===== src/riscv_lsu_pkg.sv =====
package riscv_lsu_pkg;

  // data path and address width
  localparam int XLEN = 64;

  // data memory geometry, 64-bit words
  localparam int DMEM_DEPTH = 256;
  localparam int DMEM_AW    = 8;

  // access size codes, funct3[1:0]
  localparam logic [1:0] SIZE_B = 2'd0;
  localparam logic [1:0] SIZE_H = 2'd1;
  localparam logic [1:0] SIZE_W = 2'd2;
  localparam logic [1:0] SIZE_D = 2'd3;

  typedef struct packed {
    logic       is_unsigned; // funct3[2]
    logic [1:0] size;
  } mem_sel_t;

  // one funct3 word, seen raw or split into its fields
  typedef union packed {
    logic [2:0] raw;
    mem_sel_t   dec;
  } mem_sel_u;

endpackage


===== src/riscv_lsu_rsp_if.sv =====
`timescale 1ns/1ps

interface riscv_lsu_rsp_if;
  import riscv_lsu_pkg::*;

  logic            rvalid;
  logic [XLEN-1:0] rdata;   // whole memory word
  mem_sel_u        sel;
  logic [2:0]      offset;

  modport buffer (
    output rvalid, rdata, sel, offset
  );

  modport consumer (
    input rvalid, rdata, sel, offset
  );

endinterface


===== src/riscv_memext.sv =====
`timescale 1ns/1ps

module riscv_memext (
  input  logic                           i_clk,
  input  logic                           i_rst_n,
  riscv_lsu_rsp_if.consumer              rsp,
  output logic                           o_load_valid,
  output logic [riscv_lsu_pkg::XLEN-1:0] o_load_data
);
  import riscv_lsu_pkg::*;

  logic [7:0]  byte_fld;
  logic [15:0] half_fld;
  logic [31:0] word_fld;
  logic        uns;
  logic [2:0]  off_mask;   // offset bits that must be zero for this size

  assign uns = rsp.sel.dec.is_unsigned;

  // byte by full offset, half by offset[2:1], word by offset[2]
  assign byte_fld = rsp.rdata[8*rsp.offset +: 8];
  assign half_fld = rsp.rdata[16*rsp.offset[2:1] +: 16];
  assign word_fld = rsp.rdata[32*rsp.offset[2] +: 32];

  always_comb begin
    case (rsp.sel.dec.size)
      SIZE_B: begin
        o_load_data = {{56{~uns & byte_fld[7]}}, byte_fld};   // lb / lbu
        off_mask    = 3'b000;
      end
      SIZE_H: begin
        o_load_data = {{48{~uns & half_fld[15]}}, half_fld};  // lh / lhu
        off_mask    = 3'b001;
      end
      SIZE_W: begin
        o_load_data = {{32{~uns & word_fld[31]}}, word_fld};  // lw / lwu
        off_mask    = 3'b011;
      end
      default: begin
        o_load_data = rsp.rdata;   // ld, nothing to extend
        off_mask    = 3'b111;
      end
    endcase
  end

  assign o_load_valid = rsp.rvalid;

  // aligner drops misaligned requests, so none may reach the extender
  a_rsp_aligned: assert property (
    @(posedge i_clk) disable iff (!i_rst_n)
    rsp.rvalid |-> ((rsp.offset & off_mask) == 3'b000)
  );

endmodule


===== src/flat_wrapper.sv =====
// flat-port wrapper written by rule: the top's interface ports become plain ports
module riscv_memext_flat import riscv_lsu_pkg::*;
  (i_clk, i_rst_n, o_load_valid, o_load_data, rsp_rvalid, rsp_rdata, rsp_sel, rsp_offset);
  riscv_lsu_rsp_if rsp_i ();
  input  logic i_clk;
  input  logic i_rst_n;
  output logic o_load_valid;
  output logic [riscv_lsu_pkg::XLEN-1:0] o_load_data;
  input wire logic [$bits(rsp_i.rvalid)-1:0] rsp_rvalid;
  input wire logic [$bits(rsp_i.rdata)-1:0] rsp_rdata;
  input wire logic [$bits(rsp_i.sel)-1:0] rsp_sel;
  input wire logic [$bits(rsp_i.offset)-1:0] rsp_offset;
  assign rsp_i.rvalid = rsp_rvalid;
  assign rsp_i.rdata = rsp_rdata;
  assign rsp_i.sel = rsp_sel;
  assign rsp_i.offset = rsp_offset;
  riscv_memext u_core (.i_clk(i_clk), .i_rst_n(i_rst_n), .rsp(rsp_i), .o_load_valid(o_load_valid), .o_load_data(o_load_data));
endmodule

===== config.mk =====
export PLATFORM = sky130hd
export DESIGN_NAME = riscv_memext_flat
export DESIGN_NICKNAME = d
export VERILOG_FILES = /design/src/riscv_lsu_pkg.sv /design/src/riscv_lsu_rsp_if.sv /design/src/riscv_memext.sv /design/src/flat_wrapper.sv
export SDC_FILE = /design/constraint.sdc
export NUM_CORES = 1
export LEC_CHECK = 0
export ABC_AREA = 1
export BUFFER_PORTS_ARGS = -buffer_cell sky130_fd_sc_hd__clkbuf_2
export CAP_MARGIN = 20
export CORE_MARGIN = 5
export CORE_UTILIZATION = 30
export DETAILED_ROUTE_END_ITERATION = 16
export GPL_ROUTABILITY_DRIVEN = 1
export SYNTH_ARGS = -nofsm -noshare
export SYNTH_HDL_FRONTEND = slang
export SYNTH_SLANG_ARGS = --single-unit
export TNS_END_PERCENT = 30

===== constraint.sdc =====
create_clock -name vclk -period 2.2
set_clock_uncertainty 0.1 [all_clocks]
set_input_delay 0.44 -clock vclk [all_inputs]
set_output_delay 0.44 -clock vclk [all_outputs]
set_load 0.05 [all_outputs]

### After elaboration in Yosys (flattened, before gate mapping)

Cells that the tools add are included.

| storage, ports and cells | value |
|---|---|
| memory bits (read-only) | 0 |
| memories kept | 0 |
| bits in writable memories | 0 |
| bits in latches | 0 |
| output and inout bits | 65 |
| word-level logic and storage cells | 11 |
| bits in registers | 0 |

| cells by class | value |
|---|---|
| divide/modulo/power cells | 0 |
| mux-type cells | 1 |
| $lt $le $gt $ge | 0 |
| add/subtract/negate cells | 0 |
| bitwise logic cells | 4 |
| $mul | 0 |
| reduce and logical (&&, ||, !) cells | 1 |
| shift operators | 3 |
| equality and inequality tests | 2 |

Operators with widths:

| operator | number |
|---|---|
| case mux 64 bit (3 select lines) | 1 |
| indexed part select 64 x 7 -> 16 bit | 1 |
| indexed part select 64 x 7 -> 32 bit | 1 |
| indexed part select 64 x 7 -> 8 bit | 1 |
| bitwise AND 1 bit | 3 |
| equality test 2 x 1 -> 1 bit (second input constant) | 1 |
| equality test 2 bit (second input constant) | 1 |
| logical NOT 2 bit | 1 |
| NOT 1 bit | 1 |

### Longest topological paths before layout

| logic depth | value |
|---|---|
| depth after elaboration | 3 |
| depth in mapped cells | 11 |
| mapped depth without buffers | 7 |

### Worst setup path after synthesis

Ideal clock, no wire load.

| path | value |
|---|---|
| path type | in2out |
| from | in rsp_offset[1] |
| to | out o_load_data[56] (netlist name) |
| slack | 17 ps |
| stages | 9 |
| buffers on the path | 2 |
| data required time | 1660 ps |
| data arrival time | 1643 ps |
| cells stage by stage | buf_6 -> inv_4 -> nand2_1 -> nand3_1 -> nand3_2 -> nor2_4 -> nor2_2 -> buf_4 -> nand3_1 |

| between the ends | value |
|---|---|
| longest elaborated chain between the ends | 3 |
| elaborated cells between the ends (all ways) | 5 |
| those cells by class | 2 x shift; 1 x mux; 2 x bitwise |

RTL lines:

| what | line | text |
|---|---|---|
| start, declared | flat_wrapper.sv:12 | `input wire logic [$bits(rsp_i.offset)-1:0] rsp_offset;` |
| indexed part select 64 x 7 -> 16 bit or indexed part select 64 x 7 -> 8 bit (tied branches) | riscv_memext.sv:22, riscv_memext.sv:21 |  |
| bitwise AND 1 bit, on equally long branches | riscv_memext.sv:32, riscv_memext.sv:28 |  |
| case mux 64 bit (3 select lines) (*) | riscv_memext.sv:26 | `case (rsp.sel.dec.size)` |
| end, declared | flat_wrapper.sv:8 | `output logic [riscv_lsu_pkg::XLEN-1:0] o_load_data;` |

Every way passes the cells marked *; elsewhere a longest branch is shown, timed or not.

### Worst setup path after layout

| path | value |
|---|---|
| from | in rsp_offset[1] |
| to | out o_load_data[1] (netlist name) |

| between the ends | value |
|---|---|
| longest elaborated chain between the ends | 2 |
| elaborated cells between the ends (all ways) | 3 |
| those cells by class | 2 x shift; 1 x mux |

RTL lines:

| what | line |
|---|---|
| indexed part select 64 x 7 -> 16 bit or indexed part select 64 x 7 -> 8 bit (tied branches) | riscv_memext.sv:22, riscv_memext.sv:21 |
| case mux 64 bit (3 select lines) (*) | riscv_memext.sv:26 |

Marked as above.

==> results.cfg <==
[run_status]
status = finished clean

[floorplanning]
dieArea_mm2 = 0.01096
rows = 34
dieWidth_um = 104.7
die_h_um = 104.7
pin_count = 138
initial_core_util = 0.3085
core_area_mm2 = 0.008721

[hold_path]
hold_start = rsp_rvalid
worstHoldPathType = in2out
whs_path_depth = 0
min_to = o_load_valid

[setup_path]
worstSetupStartpointType = primary input
crit_fanout = 6
critPathArrivalTime_ns = 1.66
endpoint_kind = output pin
path_class = in2out
required_ns = 1.66

[sta]
rsz0062_at_grt = true
max_freq_mhz = 454.8
worst_pin_slew_ns = 0.2801
drv_slew = 0
tns_ns = 0
setup_viol_count_final = 0
max-slew-margin-rel = 0.8141
finalWorstSetupSlack_ns = 0.001386
hold_viol_final = 0
whs_ns = 0.7800
period_minus_slack_ns = 2.199
timing.final.crit_share = 0.9994

[final_layout]
num-clock-buffers = 0
drive_gt1_frac = 0.4064
fin_cells = 792
final_util = 0.5980
final_area_mm2 = 0.005215
seq_area_um2 = 0
diodes = 0
nets = 759
seq_cells = 0
syn2layout_area_growth_pct = 93.86

[power]
power.switching_mw = 1.053
switching_share = 0.5684
power_density_mw_per_mm2 = 355.3
leakagePower_nw = 2.750
irDropWorstVdd_mv = 0.1909
p_clk_frac = 0
pwr-share-seq = 0
p_comb_frac = 1.000
intPower_uw = 799.7
report.power.total_mw = 1.853

[place]
hpwl_mm = 9.484
placed_cells = 780
place_area_mm2 = 0.004533
pre_cts_ws_ns = -0.08841
io_buffers = 134
gp_congestion = 0.8714

[global_routing]
antenna_found_initial = 0
grt_pass1_vias = 4072
grt_max_degree = 50
grt_pass1_wl_mm = 19.54
grt-ovfl-total = 0
track_usage = 0.2065

[drt]
drt_iter0_drc = 385
drc = 0
ant_nets = 0
wl_per_cell_um = 16.75
vias_per_cell = 5.564
routed_wl_mm = 13.27
firstDrtPassIters = 5
via_count = 4407

[yosys]
syn-num-nets = 610
netlist_area_mm2 = 0.002690
ys_types = 22
yosysTopAreaCellShare = 0.2526
synthTopCellsByArea = nand2_1 25%, nand3_2 16%, nand3_1 14%, a21oi_1 9.5%, o21ai_0 7.8%
synth_area_leader_cell = nand2_1
synth_area_per_cell_um2 = 5.009
synth_warnings = 0
synth_cells = 537
yosysSeqAreaShare = 0

[cts]
cts_hold_buf = 0

[job]
maxCapViolCount = 0
[cells in the mapped netlist]
| library cell | n |
|---|---|
| buf_6 | 3 |
| nor2_4 | 3 |
| o211ai_1 | 14 |
| o21ai_1 | 4 |
| inv_2 | 6 |
| buf_4 | 4 |
| nor3_1 | 1 |
| nand3_1 | 76 |
| nand2_2 | 2 |
| nor2_2 | 1 |
| o21ai_0 | 42 |
| nand2_1 | 181 |
| clkbuf_1 | 17 |
| nand3b_1 | 1 |
| a21oi_1 | 51 |
| nand3_2 | 42 |
| buf_8 | 4 |
| buf_1 | 1 |
| nor2_1 | 27 |
| inv_1 | 38 |
| buf_2 | 18 |
| inv_4 | 1 |
[how the worst max path moves through the flow]
stage,endpoint,startpoint
after floorplan,o_load_data[56],rsp_offset[1]
after global placement,o_load_data[16],rsp_offset[1]
after detailed placement,o_load_data[0],rsp_offset[2]
after CTS,o_load_data[50],rsp_sel[1]
after global routing,o_load_data[2],rsp_offset[1]
final,o_load_data[1],rsp_offset[1]
[repair_timing]
| item | 4_1_cts | 5_1_grt |
|---|---|---|
| pin swaps | 3 | 27 |
| resized for setup | 26 | 96 |
| endpoints found under the setup margin | 53 | 61 |
| buffers inserted | 2 | 5 |
| gates cloned | 0 | 5 |
[cells in the final DEF (no fill, tap or decap)]
cell type	count
o21ai_1	12
nand2_2	5
buf_4	33
inv_2	5
nor3_2	1
buf_6	12
clkinv_8	1
inv_1	38
nand2_4	3
nand3_2	27
buf_2	2
buf_12	67
clkbuf_8	1
nand3b_1	1
inv_4	1
o211ai_1	14
nor2_2	4
nand3_1	61
a21oi_1	49
clkbuf_16	5
nor2_4	5
nand2_1	175
buf_8	5
a21oi_2	2
clkbuf_2	69
nor2_1	22
nand3_4	30
o21ai_0	34
[metal layers]
metal	global-route usage	wire length (µm)	up-vias
met5	0	0	-
met4	0.04201	211	0
met3	0.02774	990	22
met2	0.3964	7067	216
met1	0.2424	4999	2093
li1	-	-	2076
[power by group through the flow]
stage	registers [mW]	logic (mW)	clock network, mW
floorplan	0	0.899	0
global placement	0	1.68	0
detailed placement	0	1.69	0
CTS	0	1.73	0
global route	0	1.94	0
finish	0	1.85	0
[final cells by class]
class | instances | area (µm²)
fill | 758 | 3506
inverter | 45 | 183.9
multi-input combinational | 445 | 2603
tap | 108 | 135.1
timing repair buffer | 194 | 2293
[critical path: stages]
cell and delay [ns]:
buf_12 0.10, clkinv_8 0.07, buf_8 0.13, clkbuf_16 0.15, nand2_1 0.06, nand2_1 0.07
nand2_1 0.09, o21ai_1 0.07, a21oi_1 0.17, nand3_1 0.14, buf_12 0.18
[cell families after synthesis]
logic type / count (synthesis) / share of synthesized area
buf+inv: 92 / 0.1684
compound gates: 111 / 0.2195
simple gates: 334 / 0.6121
(Power assumes the default switching activity.)
