File: config.mk
export PLATFORM = sky130hd
export DESIGN_NAME = riscv_lsu_align_flat
export DESIGN_NICKNAME = d
export VERILOG_FILES = /design/src/riscv_lsu_pkg.sv /design/src/riscv_lsu_req_if.sv /design/src/riscv_lsu_align.sv /design/src/flat_wrapper.sv
export SDC_FILE = /design/constraint.sdc
export NUM_CORES = 1
export LEC_CHECK = 0
export BUFFER_PORTS_ARGS = -buffer_cell sky130_fd_sc_hd__buf_2
export CAP_MARGIN = 0
export CORE_ASPECT_RATIO = 1.4
export CORE_MARGIN = 4
export CORE_UTILIZATION = 30
export CTS_CLUSTER_SIZE = 8
export DETAILED_ROUTE_END_ITERATION = 10
export SLEW_MARGIN = 25
export SYNTH_ARGS = -nofsm -noshare
export SYNTH_HDL_FRONTEND = slang
export SYNTH_SLANG_ARGS = --single-unit
File: constraint.sdc
create_clock -name i_clk -period 3.32 [get_ports i_clk]
set_input_delay 0.498 -clock i_clk [delete_from_list [all_inputs] [get_ports i_clk]]
set_output_delay 0.498 -clock i_clk [all_outputs]
set_load 0.01 [all_outputs]
File: src/riscv_lsu_pkg.sv
package riscv_lsu_pkg;

  // data path and address width
  localparam int XLEN = 64;

  // data memory geometry, 64-bit words
  localparam int DMEM_DEPTH = 256;
  localparam int DMEM_AW    = 8;

  // access size codes, funct3[1:0]
  localparam logic [1:0] SIZE_B = 2'd0;
  localparam logic [1:0] SIZE_H = 2'd1;
  localparam logic [1:0] SIZE_W = 2'd2;
  localparam logic [1:0] SIZE_D = 2'd3;

  typedef struct packed {
    logic       is_unsigned; // funct3[2]
    logic [1:0] size;
  } mem_sel_t;

  // one funct3 word, seen raw or split into its fields
  typedef union packed {
    logic [2:0] raw;
    mem_sel_t   dec;
  } mem_sel_u;

endpackage

File: src/riscv_lsu_req_if.sv
`timescale 1ns/1ps

interface riscv_lsu_req_if;
  import riscv_lsu_pkg::*;

  logic               valid;   // one-cycle strobe
  logic               we;
  logic [DMEM_AW-1:0] index;   // word address
  logic [7:0]         wstrb;
  logic [XLEN-1:0]    wdata;   // already moved into its lanes
  mem_sel_u           sel;
  logic [2:0]         offset;

  modport producer (
    output valid, we, index, wstrb, wdata, sel, offset
  );

  modport buffer (
    input valid, we, index, wstrb, wdata, sel, offset
  );

endinterface

File: src/riscv_lsu_align.sv
`timescale 1ns/1ps

module riscv_lsu_align (
  input  logic                           i_clk,
  input  logic                           i_rst_n,
  input  logic                           i_req,
  input  logic                           i_we,
  input  logic [riscv_lsu_pkg::XLEN-1:0] i_addr,
  input  riscv_lsu_pkg::mem_sel_u        i_sel,
  input  logic [riscv_lsu_pkg::XLEN-1:0] i_wdata,
  output logic                           o_misaligned,
  riscv_lsu_req_if.producer              req
);
  import riscv_lsu_pkg::*;

  logic [2:0]      offset;
  logic            misaligned;
  logic [7:0]      strb;
  logic [XLEN-1:0] lane_data;

  assign offset = i_addr[2:0];

  // offset must be a multiple of the access size
  always_comb begin
    case (i_sel.dec.size)
      SIZE_B:  misaligned = 1'b0;
      SIZE_H:  misaligned = offset[0];
      SIZE_W:  misaligned = |offset[1:0];
      default: misaligned = |offset;
    endcase
  end

  // strobes and lane replication so the memory only has to mask
  always_comb begin
    case (i_sel.dec.size)
      SIZE_B: begin
        strb      = 8'h01 << offset;
        lane_data = {8{i_wdata[7:0]}};
      end
      SIZE_H: begin
        strb      = 8'h03 << offset;
        lane_data = {4{i_wdata[15:0]}};
      end
      SIZE_W: begin
        strb      = 8'h0f << offset;
        lane_data = {2{i_wdata[31:0]}};
      end
      default: begin
        strb      = 8'hff;
        lane_data = i_wdata;
      end
    endcase
  end

  always_ff @(posedge i_clk) begin
    if (!i_rst_n) begin
      req.valid    <= 1'b0;
      req.wstrb    <= 8'h00;
      o_misaligned <= 1'b0;
    end else begin
      req.valid    <= i_req & ~misaligned;   // misaligned requests are dropped here
      req.wstrb    <= (i_req && i_we && !misaligned) ? strb : 8'h00;
      o_misaligned <= i_req & misaligned;
    end
  end

  // payload
  always_ff @(posedge i_clk) begin
    req.we     <= i_we;
    req.index  <= i_addr[DMEM_AW+2:3];
    req.wdata  <= lane_data;
    req.sel    <= i_sel;
    req.offset <= offset;
  end

  // a store enables exactly its own bytes and nothing else enables any
  a_wstrb_only_on_store: assert property (
    @(posedge i_clk) disable iff (!i_rst_n)
    (req.valid && req.we) ? ($countones(req.wstrb) == (1 << req.sel.dec.size)
                             && req.wstrb[req.offset])
                          : (req.wstrb == 8'h00)
  );

endmodule

File: src/flat_wrapper.sv
// flat-port wrapper written by rule: the top's interface ports become plain ports
module riscv_lsu_align_flat import riscv_lsu_pkg::*;
  (i_clk, i_rst_n, i_req, i_we, i_addr, i_sel, i_wdata, o_misaligned, req_valid, req_we, req_index, req_wstrb, req_wdata, req_sel, req_offset);
  riscv_lsu_req_if req_i ();
  input  logic i_clk;
  input  logic i_rst_n;
  input  logic i_req;
  input  logic i_we;
  input  logic [riscv_lsu_pkg::XLEN-1:0] i_addr;
  input  riscv_lsu_pkg::mem_sel_u i_sel;
  input  logic [riscv_lsu_pkg::XLEN-1:0] i_wdata;
  output logic o_misaligned;
  output wire logic [$bits(req_i.valid)-1:0] req_valid;
  output wire logic [$bits(req_i.we)-1:0] req_we;
  output wire logic [$bits(req_i.index)-1:0] req_index;
  output wire logic [$bits(req_i.wstrb)-1:0] req_wstrb;
  output wire logic [$bits(req_i.wdata)-1:0] req_wdata;
  output wire logic [$bits(req_i.sel)-1:0] req_sel;
  output wire logic [$bits(req_i.offset)-1:0] req_offset;
  assign req_valid = req_i.valid;
  assign req_we = req_i.we;
  assign req_index = req_i.index;
  assign req_wstrb = req_i.wstrb;
  assign req_wdata = req_i.wdata;
  assign req_sel = req_i.sel;
  assign req_offset = req_i.offset;
  riscv_lsu_align u_core (.i_clk(i_clk), .i_rst_n(i_rst_n), .i_req(i_req), .i_we(i_we), .i_addr(i_addr), .i_sel(i_sel), .i_wdata(i_wdata), .o_misaligned(o_misaligned), .req(req_i));
endmodule
-- Word level (Yosys, flattened, before mapping)
Index checks and enable logic that the tools add are counted.
- register bits: 89
- bits of input ports: 135
- output and inout bits: 89
- logic and storage cells: 26
- eq/ne operators: 2
- shifts and indexed selects: 3
- multiplexer cells: 3
- bitwise operators: 3
- reduce and logical (&&, ||, !) cells: 7
- operators by type and width (cell ; count):
    $pmux 64 s3 ; 1
    $pmux 8 s3 ; 1
    $shl 1x3->8 const A ; 1
    $shl 2x3->8 const A ; 1
    $shl 4x3->8 const A ; 1
    $pmux 1 s3 ; 1
    $reduce_or 3->1 ; 1
    $and 1x1->1 ; 2
    $eq 2x1->1 const B ; 1
    $eq 2x2->1 const B ; 1
    $logic_and 1x1->1 ; 2
    $logic_not 2->1 ; 1
    $reduce_and 2->1 ; 1
    $reduce_or 2->1 ; 1
    $logic_not 1->1 ; 1
    $not 1->1 ; 1

-- Logic depth before layout (Yosys ltp)
Gate-level depths: netlist of run 1.
- depth after elaboration: 5
- depth in mapped cells: 8
- mapped depth without buffers: 5

-- Worst setup path before layout of run 1
Ideal clock, no wire load.
- path type: input to register
- start point: in i_sel[0] (netlist name)
- end point: reg u_core.req.wdata[53]
- library setup time: 0.123 ns
- arrival time: 1.580 ns
- required time: 3.197 ns
- path slack: 1.617 ns
- stages: 8
- buffers on the path: 3
- cells stage by stage: inv_1 > ha_1 > buf_6 > o21ba_1 > buf_6 > buf_6 > a222oi_1 > inv_1
- word-level cells in the longest chain between the ends: 2
- elaborated cells on any way between the ends: 4
- those cells by class: 2 x eq/ne; 1 x mux; 1 x reduce/logical
- ends and longest elaborated chain (element ; RTL line ; source):
    from (decl) ; flat_wrapper.sv:10 ; input riscv_lsu_pkg::mem_sel_u i_sel;
    $eq 2x2->1 (tied with other cells) ; riscv_lsu_align.sv:35 ; case (i_sel.dec.size)
    $pmux 64 s3 * ; riscv_lsu_align.sv:35 ;
    net u_core.lane_data[53] ; riscv_lsu_align.sv:19 ; logic [XLEN-1:0] lane_data;
    to (signal assigned) ; riscv_lsu_align.sv:71 ; req.wdata <= lane_data;
    to (decl) ; riscv_lsu_req_if.sv:15 ; output valid, we, index, wstrb, wdata, sel, offset
The timed path passes the listed nets; every way through them passes the cells marked *.
A chain may end at the register's enable or synchronous reset.

-- Final worst setup path of run 1
- start point: in i_sel[1] (netlist name)
- end point: reg u_core.req.wdata[54]
The elaborated chain is that of the path after synthesis.

==> results.cfg, run 1 <==
[global_route]
grt_max_degree = 35
antenna_found_initial = 0
grt_pass1_vias = 2588
grt_usage = 0.155
overflow = 0
grt_first_pass_wirelength_microns = 14000

[clock_tree]
cts_setup_buffers = 0
hold_buffers = 0
post_cts_resize_count = 0
ctsLongestPathBuffers = 2
cts_tree = yes
path_clk_slew_ns = 0.06
htree_num_levels = 3
cts.sinks = 89
numCtsBuffers = 9
root_buffer = clkbuf_16

[finish]
area_growth_pct = 41.1
postLayoutCellArea_sq_um = 4180
layout_commonest_cell = buf_2
diodes = 0
final_nets = 572
final_cell_mix = 170 x buf_2, 89 x dfxtp_1, 28 x inv_1
fillers = 959
drive_gt1_frac = 0.439

[floorplanning]
rows = 42
pin_count = 224
die_w_microns = 92.0
coreArea_sq_um = 9560
start_util = 0.310
fp.dieH_microns = 126
die_area_sq_um = 11600

[logic_synthesis]
netlist_area_sq_um = 2960
synth_top_area_share = 0.601
yosysTopAreaCell = dfxtp_1
syn_inst = 270
yosysWarnings = 0
synth.area.top_cells = dfxtp_1 60%, a22o_1 7.1%, a21oi_1 4.2%, inv_1 3.5%, a222oi_1 2.7%
synth-async-reset-ratio = 0
synth_nets = 410
ys_seq_elements = 89
avgSynthCellArea_sq_um = 11.0
seq_area_frac_synth = 0.601
synth_edf_count = 0
synthFlopType = dfxtp_1
synth_cell_types = 32

[detailed_routing]
via_per_inst = 4.69
first_iter_violations = 193
totalWireLength_microns = 9070
dr.pass1.iters = 7
ant_nets = 0
drcViolationCount = 0
vias = 2668
post_drt_wl_per_cell_microns = 15.9

[power_and_ir_drop]
pwr-share-clk = 0.402
p_comb_frac = 0.140
p_int_mw = 1.92
vdd_drop_max_mv = 0.231
power.density_nw_per_um2 = 612
p_switching_uw = 642
p_leak_nw = 2.13
switching_share = 0.251
power_frac_seq = 0.458

[sta]
finalHoldViolations = 0
setup-violations-final = 0
tns_ns = 0
finalCriticalPeriod_ns = 2.14
slew_viol_final = 0
worst_pin_slew_ns = 0.640
fmax_mhz = 467
fin_crit_sh = 0.645
rsz0062_at_grt = no
relSlewSlack = 0.573

[worst_setup_path]
crit_path_start_kind = primary input
endpoint_kind = flip-flop
critPathRequiredTime_ns = 3.54
cp_slowest_cell = ha_2
slowest_delay_ns = 0.61
critical_path_class = primary input to flip-flop
cp_max_fo = 34
cp_cell_sequence = buf_2, ha_2, buf_4, nor2b_1, a222oi_1, inv_1
cp.arrival_ns = 2.36

[flow_run]
maxCapViolations = 0

[placement]
dp_hpwl_microns = 6780
placedInstanceArea_sq_um = 3880
place.gp.congestion = 0.760
port_buffers = 170

[hold_path]
hold_path.class = primary input to flip-flop

[outcome]
run_status = complete, no violations
critical path: cells and delay by family:
| kind | cells | cell delay, ns |
|---|---|---|
| AOI/OAI and AO/OA | 1 | 0.38 |
| adders and majority gates | 1 | 0.61 |
| buffers and inverters | 3 | 0.62 |
| and+or+nand+nor | 1 | 0.22 |
per-layer routing:
layer  global-route usage  share of wire  vias up  routed length, microns
li1                     -              -     1295                       -
met1                0.173           0.37     1229                    3360
met2                0.274           0.53      134                    4790
met3               0.0412          0.084       10                     760
met4               0.0665          0.017        0                     157
met5                    0              0        -                       0
flip-flops by register name (all words and copies together) (netlist names):
name	count
u_core.req.wstrb	8
u_core.o_misaligned	1
u_core.req.we	1
u_core.req.valid	1
u_core.req.index	8
u_core.req.wdata	64
u_core.req.offset	3
u_core.req.sel	3
logic make-up (layout without fill, tap and decap cells):
kind of cell,Yosys count,in the layout,synth area share
AOI/OAI and AO/OA,101,101,0.253
adders and majority gates,5,5,0.0211
buffers and inverters,49,216,0.0760
DFF,89,89,0.601
muxes,1,1,0.00380
and+or+nand+nor,25,25,0.0452
area by class of cell:
cell class	count	area [sq um]	share of cell area
multi-input cells	132	960	0.230
well taps	132	165	0.0395
flip-flops and latches	89	1780	0.426
inverters	28	105	0.0251
clock inverters	6	65.1	0.0156
clock buffers	10	239	0.0572
repair buffers	172	866	0.207
Yosys cell counts, types with 7 or more instances:
cell      number
dfxtp_1       89
inv_1         28
a21oi_1       25
a22o_1        24
o21ai_0       10
buf_2          9
nand2_1        9
a211oi_1       8
a222oi_1       8
a22oi_1        8
a32o_1         8
clkbuf_1       7
path summary, 6_finish.rpt:
check / startpoint / endpoint / slack [ns] / depth (start not counted)
min: i_addr[5] / u_core.req.index[2] / 0.26 / 1
max: i_sel[1] / u_core.req.wdata[54] / 1.18 / 6
power by group through the flow:
stage                     Clock (mW)  Sequential, mW  Combinational, mW
after global routing            1.10            1.18              0.392
after detailed placement           0            1.20              0.362
after CTS                       1.06            1.17              0.363
after global placement             0            1.20              0.357
after floorplan                    0            1.25              0.133
final                           1.03            1.17              0.359
stage by stage:
stage	power (mW)	utilization	cells	hold WS (ns)	setup WS (ns)
floorplan	1.38	-	270	0.526	1.62
finish	2.56	0.437	569	0.262	1.18
global placement	1.55	0.405	553	0.600	0.914
CTS	2.59	0.437	569	0.250	1.22
detailed placement	1.56	0.405	553	0.602	0.871
global route	2.68	0.437	569	0.245	1.08
Note: power is estimated with default switching activity, not from simulation.
==> inputs of run 2 (changes only) <==
PLACE_DENSITY = 0.65   (was default)
clock period = 1.85 ns   (was 3.32 ns; I/O delays follow)
==> run 2 against run 1 <==
Compared with the run above:
- setup slack lost 0.73 ns
- power up 78%
- non-clock buffer count rose by 7
- core utilization up 0.47 points
- global-route usage up 0.11 points
- sequential power increased by 80%
- routed wire length up 1.7%
==> results.cfg, run 2 (same netlist as run 1, synthesis figures left out) <==
[finish]
final_nets = 579
layout_commonest_cell = buf_2
drive_gt1_frac = 0.446
area_growth_pct = 42.6
final_cell_mix = 170 x buf_2, 89 x dfxtp_1, 28 x inv_1
register_area_sq_um = 1780
diodes = 0
postLayoutCellArea_sq_um = 4230
top_register = u_core.req.wdata
fillers = 991
final_util = 0.442
stdcell_count = 576
largest_register_ffs = 64
top_regs = u_core.req.wdata: 64 flops, u_core.req.index: 8 flops, u_core.req.wstrb: 8 flops
multi_input_area_sq_um = 960

[worst_setup_path]
crit_top_cell = inv_1
crit_path_start_kind = primary input
critical_path_class = primary input to flip-flop
endpoint_kind = flip-flop
critPathBufInv = 3
cp_slowest_cell = o21ba_1
critPathRequiredTime_ns = 2.07
cp.depth = 6
path_delay_family = compound AO/OA/AOI/OAI gates
cp_cell_sequence = buf_2, inv_1, ha_1, o21ba_1, a222oi_1, inv_1
cp_max_fo = 16
cp.arrival_ns = 1.62
slowest_delay_ns = 0.41

[sta]
fmax_mhz = 714
relSlewSlack = 0.610
worst_pin_slew_ns = 0.583
tns_ns = 0
finalCriticalPeriod_ns = 1.40
fin_crit_sh = 0.757
slew_viol_final = 0
rsz0062_at_grt = no
setup-violations-final = 0
finalHoldViolations = 0

[placement]
placedInstanceArea_sq_um = 3930
place.gp.congestion = 0.767
port_buffers = 170
dp_hpwl_microns = 7170
dp.cells = 560

[hold_path]
hold_path.class = primary input to flip-flop
min_to = u_core.req.index[3]
min-delay-start = i_addr[6]
worstHoldPathCells = 1

[detailed_routing]
vias = 2693
drcViolationCount = 0
via_per_inst = 4.68
totalWireLength_microns = 9220
dr.pass1.iters = 7
post_drt_wl_per_cell_microns = 16.0
ant_nets = 0
first_iter_violations = 139

[clock_tree]
root_buffer = clkbuf_16
cts_setup_buffers = 0
cts.sinks = 89
cts_tree = yes
path_clk_slew_ns = 0.07
post_cts_resize_count = 0
numCtsBuffers = 9
htree_num_levels = 3
ctsLongestPathBuffers = 2
hold_buffers = 0

[outcome]
run_status = complete, no violations

[global_route]
grt_first_pass_wirelength_microns = 14000
grt_max_degree = 26
antenna_found_initial = 0
grt_pass1_vias = 2701
grt_usage = 0.156
overflow = 0

[floorplanning]
die_area_sq_um = 11600
coreArea_sq_um = 9560
fp.dieH_microns = 126
start_util = 0.310
pin_count = 224
die_w_microns = 92.0
rows = 42

[power_and_ir_drop]
p_leak_nw = 2.15
power.density_nw_per_um2 = 1080
vdd_drop_max_mv = 0.410
finalPower_mw = 4.55

[flow_run]
maxCapViolations = 0
==> run 2: report_power, final <==
part	internal [mW]	switching (mW)
registers	2.07	0.0341
logic	0.292	0.366
clock network	1.05	0.733
==> run 2: cell type report <==
class                           count  area share
Clock buffer                       10      0.0542
Tap cell                          132      0.0391
Multi-Input combinational cell    132       0.227
Sequential cell                    89       0.422
Clock inverter                      6      0.0160
Inverter                           28      0.0249
Timing Repair Buffer              179       0.217
==> run 2: worst max-delay path by stage <==
stage               slack [ns]      from                   end
finish                    0.45  i_sel[1]  u_core.req.wdata[53]
detailed placement         0.1  i_sel[1]  u_core.req.wdata[53]
global placement          0.14  i_sel[1]  u_core.req.wdata[53]
global route              0.30  i_sel[0]  u_core.req.wdata[52]
CTS                       0.46  i_sel[1]  u_core.req.wdata[53]
floorplan                 0.37  i_sel[0]  u_core.req.wdata[53]
==> run 2: layer usage <==
metal / up-vias / wire length [microns] / part of all wire / GRT usage
li1: 1308 / - / - / -
met1: 1249 / 3370 / 0.37 / 0.172
met2: 119 / 4940 / 0.54 / 0.278
met3: 17 / 652 / 0.071 / 0.0352
met4: 0 / 255 / 0.028 / 0.0779
met5: - / 0 / 0 / 0
==> run 2: stage by stage <==
step	setup WS, ns	hold slack [ns]
floorplan	0.368	0.305
global placement	0.138	0.380
detailed placement	0.0978	0.382
CTS	0.456	0.0301
global route	0.300	0.0263
finish	0.449	0.0425
==> inputs of run 3 (changes only) <==
ABC_AREA = 1   (was default)
PLACE_DENSITY = default   (was 0.65)
clock period = 1.39 ns   (was 1.85 ns; I/O delays follow)
==> run 3 against run 2 <==
Compared with the run above:
- hold slack lost 0.032 ns
- sequential power rose by 33%
- first-iteration DRC count shrank 32%
- power up 43%
- synthesized area is 2.2% higher
- routed wire length fell by 2.1%
- flip-flop and latch count unchanged
- non-clock buffer count up 26
- global-route usage fell by 0.21 points
- largest cell class unchanged
- largest power group unchanged
==> results.cfg, run 3 <==
[detailed_routing]
post_drt_wl_per_cell_microns = 13.0
dr.pass1.iters = 6
totalWireLength_microns = 9030
ant_nets = 0
via_per_inst = 4.28
first_iter_violations = 95
drcViolationCount = 0
vias = 2963

[clock_tree]
cts_setup_buffers = 0
cts_tree = yes
numCtsBuffers = 9
path_clk_slew_ns = 0.06
htree_num_levels = 3
cts.sinks = 89
root_buffer = clkbuf_16
ctsLongestPathBuffers = 2

[sta]
setup-violations-final = 0
rsz0062_at_grt = no
fin_crit_sh = 0.860
slew_viol_final = 0
fmax_mhz = 837
setup_ws_ns = 0.195
finalHoldViolations = 0
finalCriticalPeriod_ns = 1.20
tns_ns = 0
worst_pin_slew_ns = 0.393
relSlewSlack = 0.738

[logic_synthesis]
synth-async-reset-ratio = 0
ys_top_cells_by_count = 120 x nand2_1, 89 x dfxtp_1, 28 x inv_1
synth_nets = 490
synth.area.top_cells = dfxtp_1 59%, nand2_1 15%, o21ai_0 4.1%, inv_1 3.5%, nand3_1 2.6%
synth_fa_ha_area_frac = 0.0206
yosysTopAreaCell = dfxtp_1
ys_seq_elements = 89
synth_top_family_by_area = simple AND/OR/NAND/NOR gates
synth_cell_types = 26
synth_edf_count = 0
yosysMostFrequentCell = nand2_1
synth_compound_area_frac = 0.110
syn_inst = 350
netlist_area_sq_um = 3030
yosys-mux-area-fraction = 0
synth_top_area_share = 0.588
synth-simple-area-share = 0.216
yosysWarnings = 0
synthFlopType = dfxtp_1
avgSynthCellArea_sq_um = 8.66
seq_area_frac_synth = 0.588
synthXorXnorAreaFrac = 0

[floorplanning]
coreArea_sq_um = 9900
rows = 43
die_w_microns = 92.9
pin_count = 224
start_util = 0.306
die_area_sq_um = 11800
fp.dieH_microns = 127

[global_route]
top_usage_layer = met2
grt_util_met1 = 0.166
use_met2 = 0.271
grt_pass1_vias = 2881
grt_max_degree = 31
grt_first_pass_wirelength_microns = 14000
met3_usage = 0.0451
overflow = 0
antenna_found_initial = 1
grt_usage = 0.154

[worst_setup_path]
critical_path_class = primary input to flip-flop
crit_start = i_sel[0]
crit_path_start_kind = primary input
slowest_delay_ns = 0.33
critPathRequiredTime_ns = 1.66
cp_slowest_cell = ha_1
cp.arrival_ns = 1.46
cp_cell_sequence = buf_2, inv_1, ha_1, buf_4, nand2_2, o22ai_1, o21bai_1
cp_max_fo = 8
endpoint_kind = flip-flop

[finish]
multi_input_area_sq_um = 1050
layout_commonest_cell = buf_2
final_cell_mix = 170 x buf_2, 120 x nand2_1, 89 x dfxtp_1
register_area_sq_um = 1780
largest_register_ffs = 64
postLayoutCellArea_sq_um = 4630
top_register = u_core.req.wdata
area_growth_pct = 52.9
final_util = 0.468
top_regs = u_core.req.wdata: 64 flops, u_core.req.index: 8 flops, u_core.req.wstrb: 8 flops
fillers = 1025
drive_gt1_frac = 0.396
final_nets = 692

[power_and_ir_drop]
finalPower_mw = 6.49
p_leak_nw = 2.52
power.density_nw_per_um2 = 1400
vdd_drop_max_mv = 0.657

[placement]
place.gp.congestion = 0.804
dp_hpwl_microns = 7230
placedInstanceArea_sq_um = 4180
port_buffers = 170
post-place-ws_ns = -0.169

[hold_path]
hold_path.class = primary input to flip-flop
min_to = u_core.req.wdata[2]
worstHoldPathCells = 1
min-delay-start = i_wdata[2]

[outcome]
run_status = complete, no violations

[flow_run]
maxCapViolations = 0
## run 3: layout make-up
type                    instances  share of cell area
clock buffers                   9              0.0486
multi-input cells             218               0.227
repair buffers                205               0.254
inverters                      29              0.0235
well taps                     135              0.0364
clock inverters                 6              0.0248
flip-flops and latches         89               0.384
diodes                          1            0.000540
## run 3: through the flow
step	cells	hold WS [ns]
2_1_floorplan	350	0.236
3_3_place_gp	665	0.310
3_5_place_dp	665	0.313
5_1_grt	691	0.00402
4_1_cts	691	0.00119
6_report	692	0.0107
## run 3: logic make-up after synthesis
kind of cell	count (synthesis)
flops	89
fa+ha+maj	5
buf+inv	43
simple gates	157
compound gates	56
## run 3: what timing repair did
item | CTS | global route
hold buffers | 11 | 0
endpoints found under the setup margin | 0 | 0
endpoints found under the hold margin | 11 | 0
gates resized for setup | 0 | 0
## run 3: how the worst max path moves through the flow
stage | to | slack [ns] | cells after the start
2_1_floorplan | u_core.req.wdata[32] | 0.17 | 7
3_3_place_gp | u_core.req.wdata[19] | -0.13 | 7
3_5_place_dp | u_core.req.wdata[19] | -0.17 | 7
4_1_cts | u_core.req.wdata[19] | 0.19 | 7
5_1_grt | u_core.req.wdata[12] | 0.09 | 8
6_report | u_core.req.wdata[19] | 0.19 | 7
## run 3: routing by layer
layer / vias up / part of all wire
met5: - / 0.0013
met4: 2 / 0.026
met3: 17 / 0.087
met2: 118 / 0.51
met1: 1311 / 0.37
li1: 1515 / -
## run 3: power breakdown
| part | switching [mW] | internal [mW] | leakage, nW | total [mW] |
|---|---|---|---|---|
| Combinational | 0.508 | 0.426 | 1.61 | 0.934 |
| Clock | 0.994 | 1.76 | 0.163 | 2.75 |
| Sequential | 0.0457 | 2.76 | 0.745 | 2.81 |
## run 3: worst max-delay path, delay by kind of cell
kind / cells / cell delay, ns
adders and majority gates: 1 / 0.33
AOI/OAI and AO/OA: 2 / 0.38
and+or+nand+nor: 1 / 0.13
buffers and inverters: 3 / 0.41
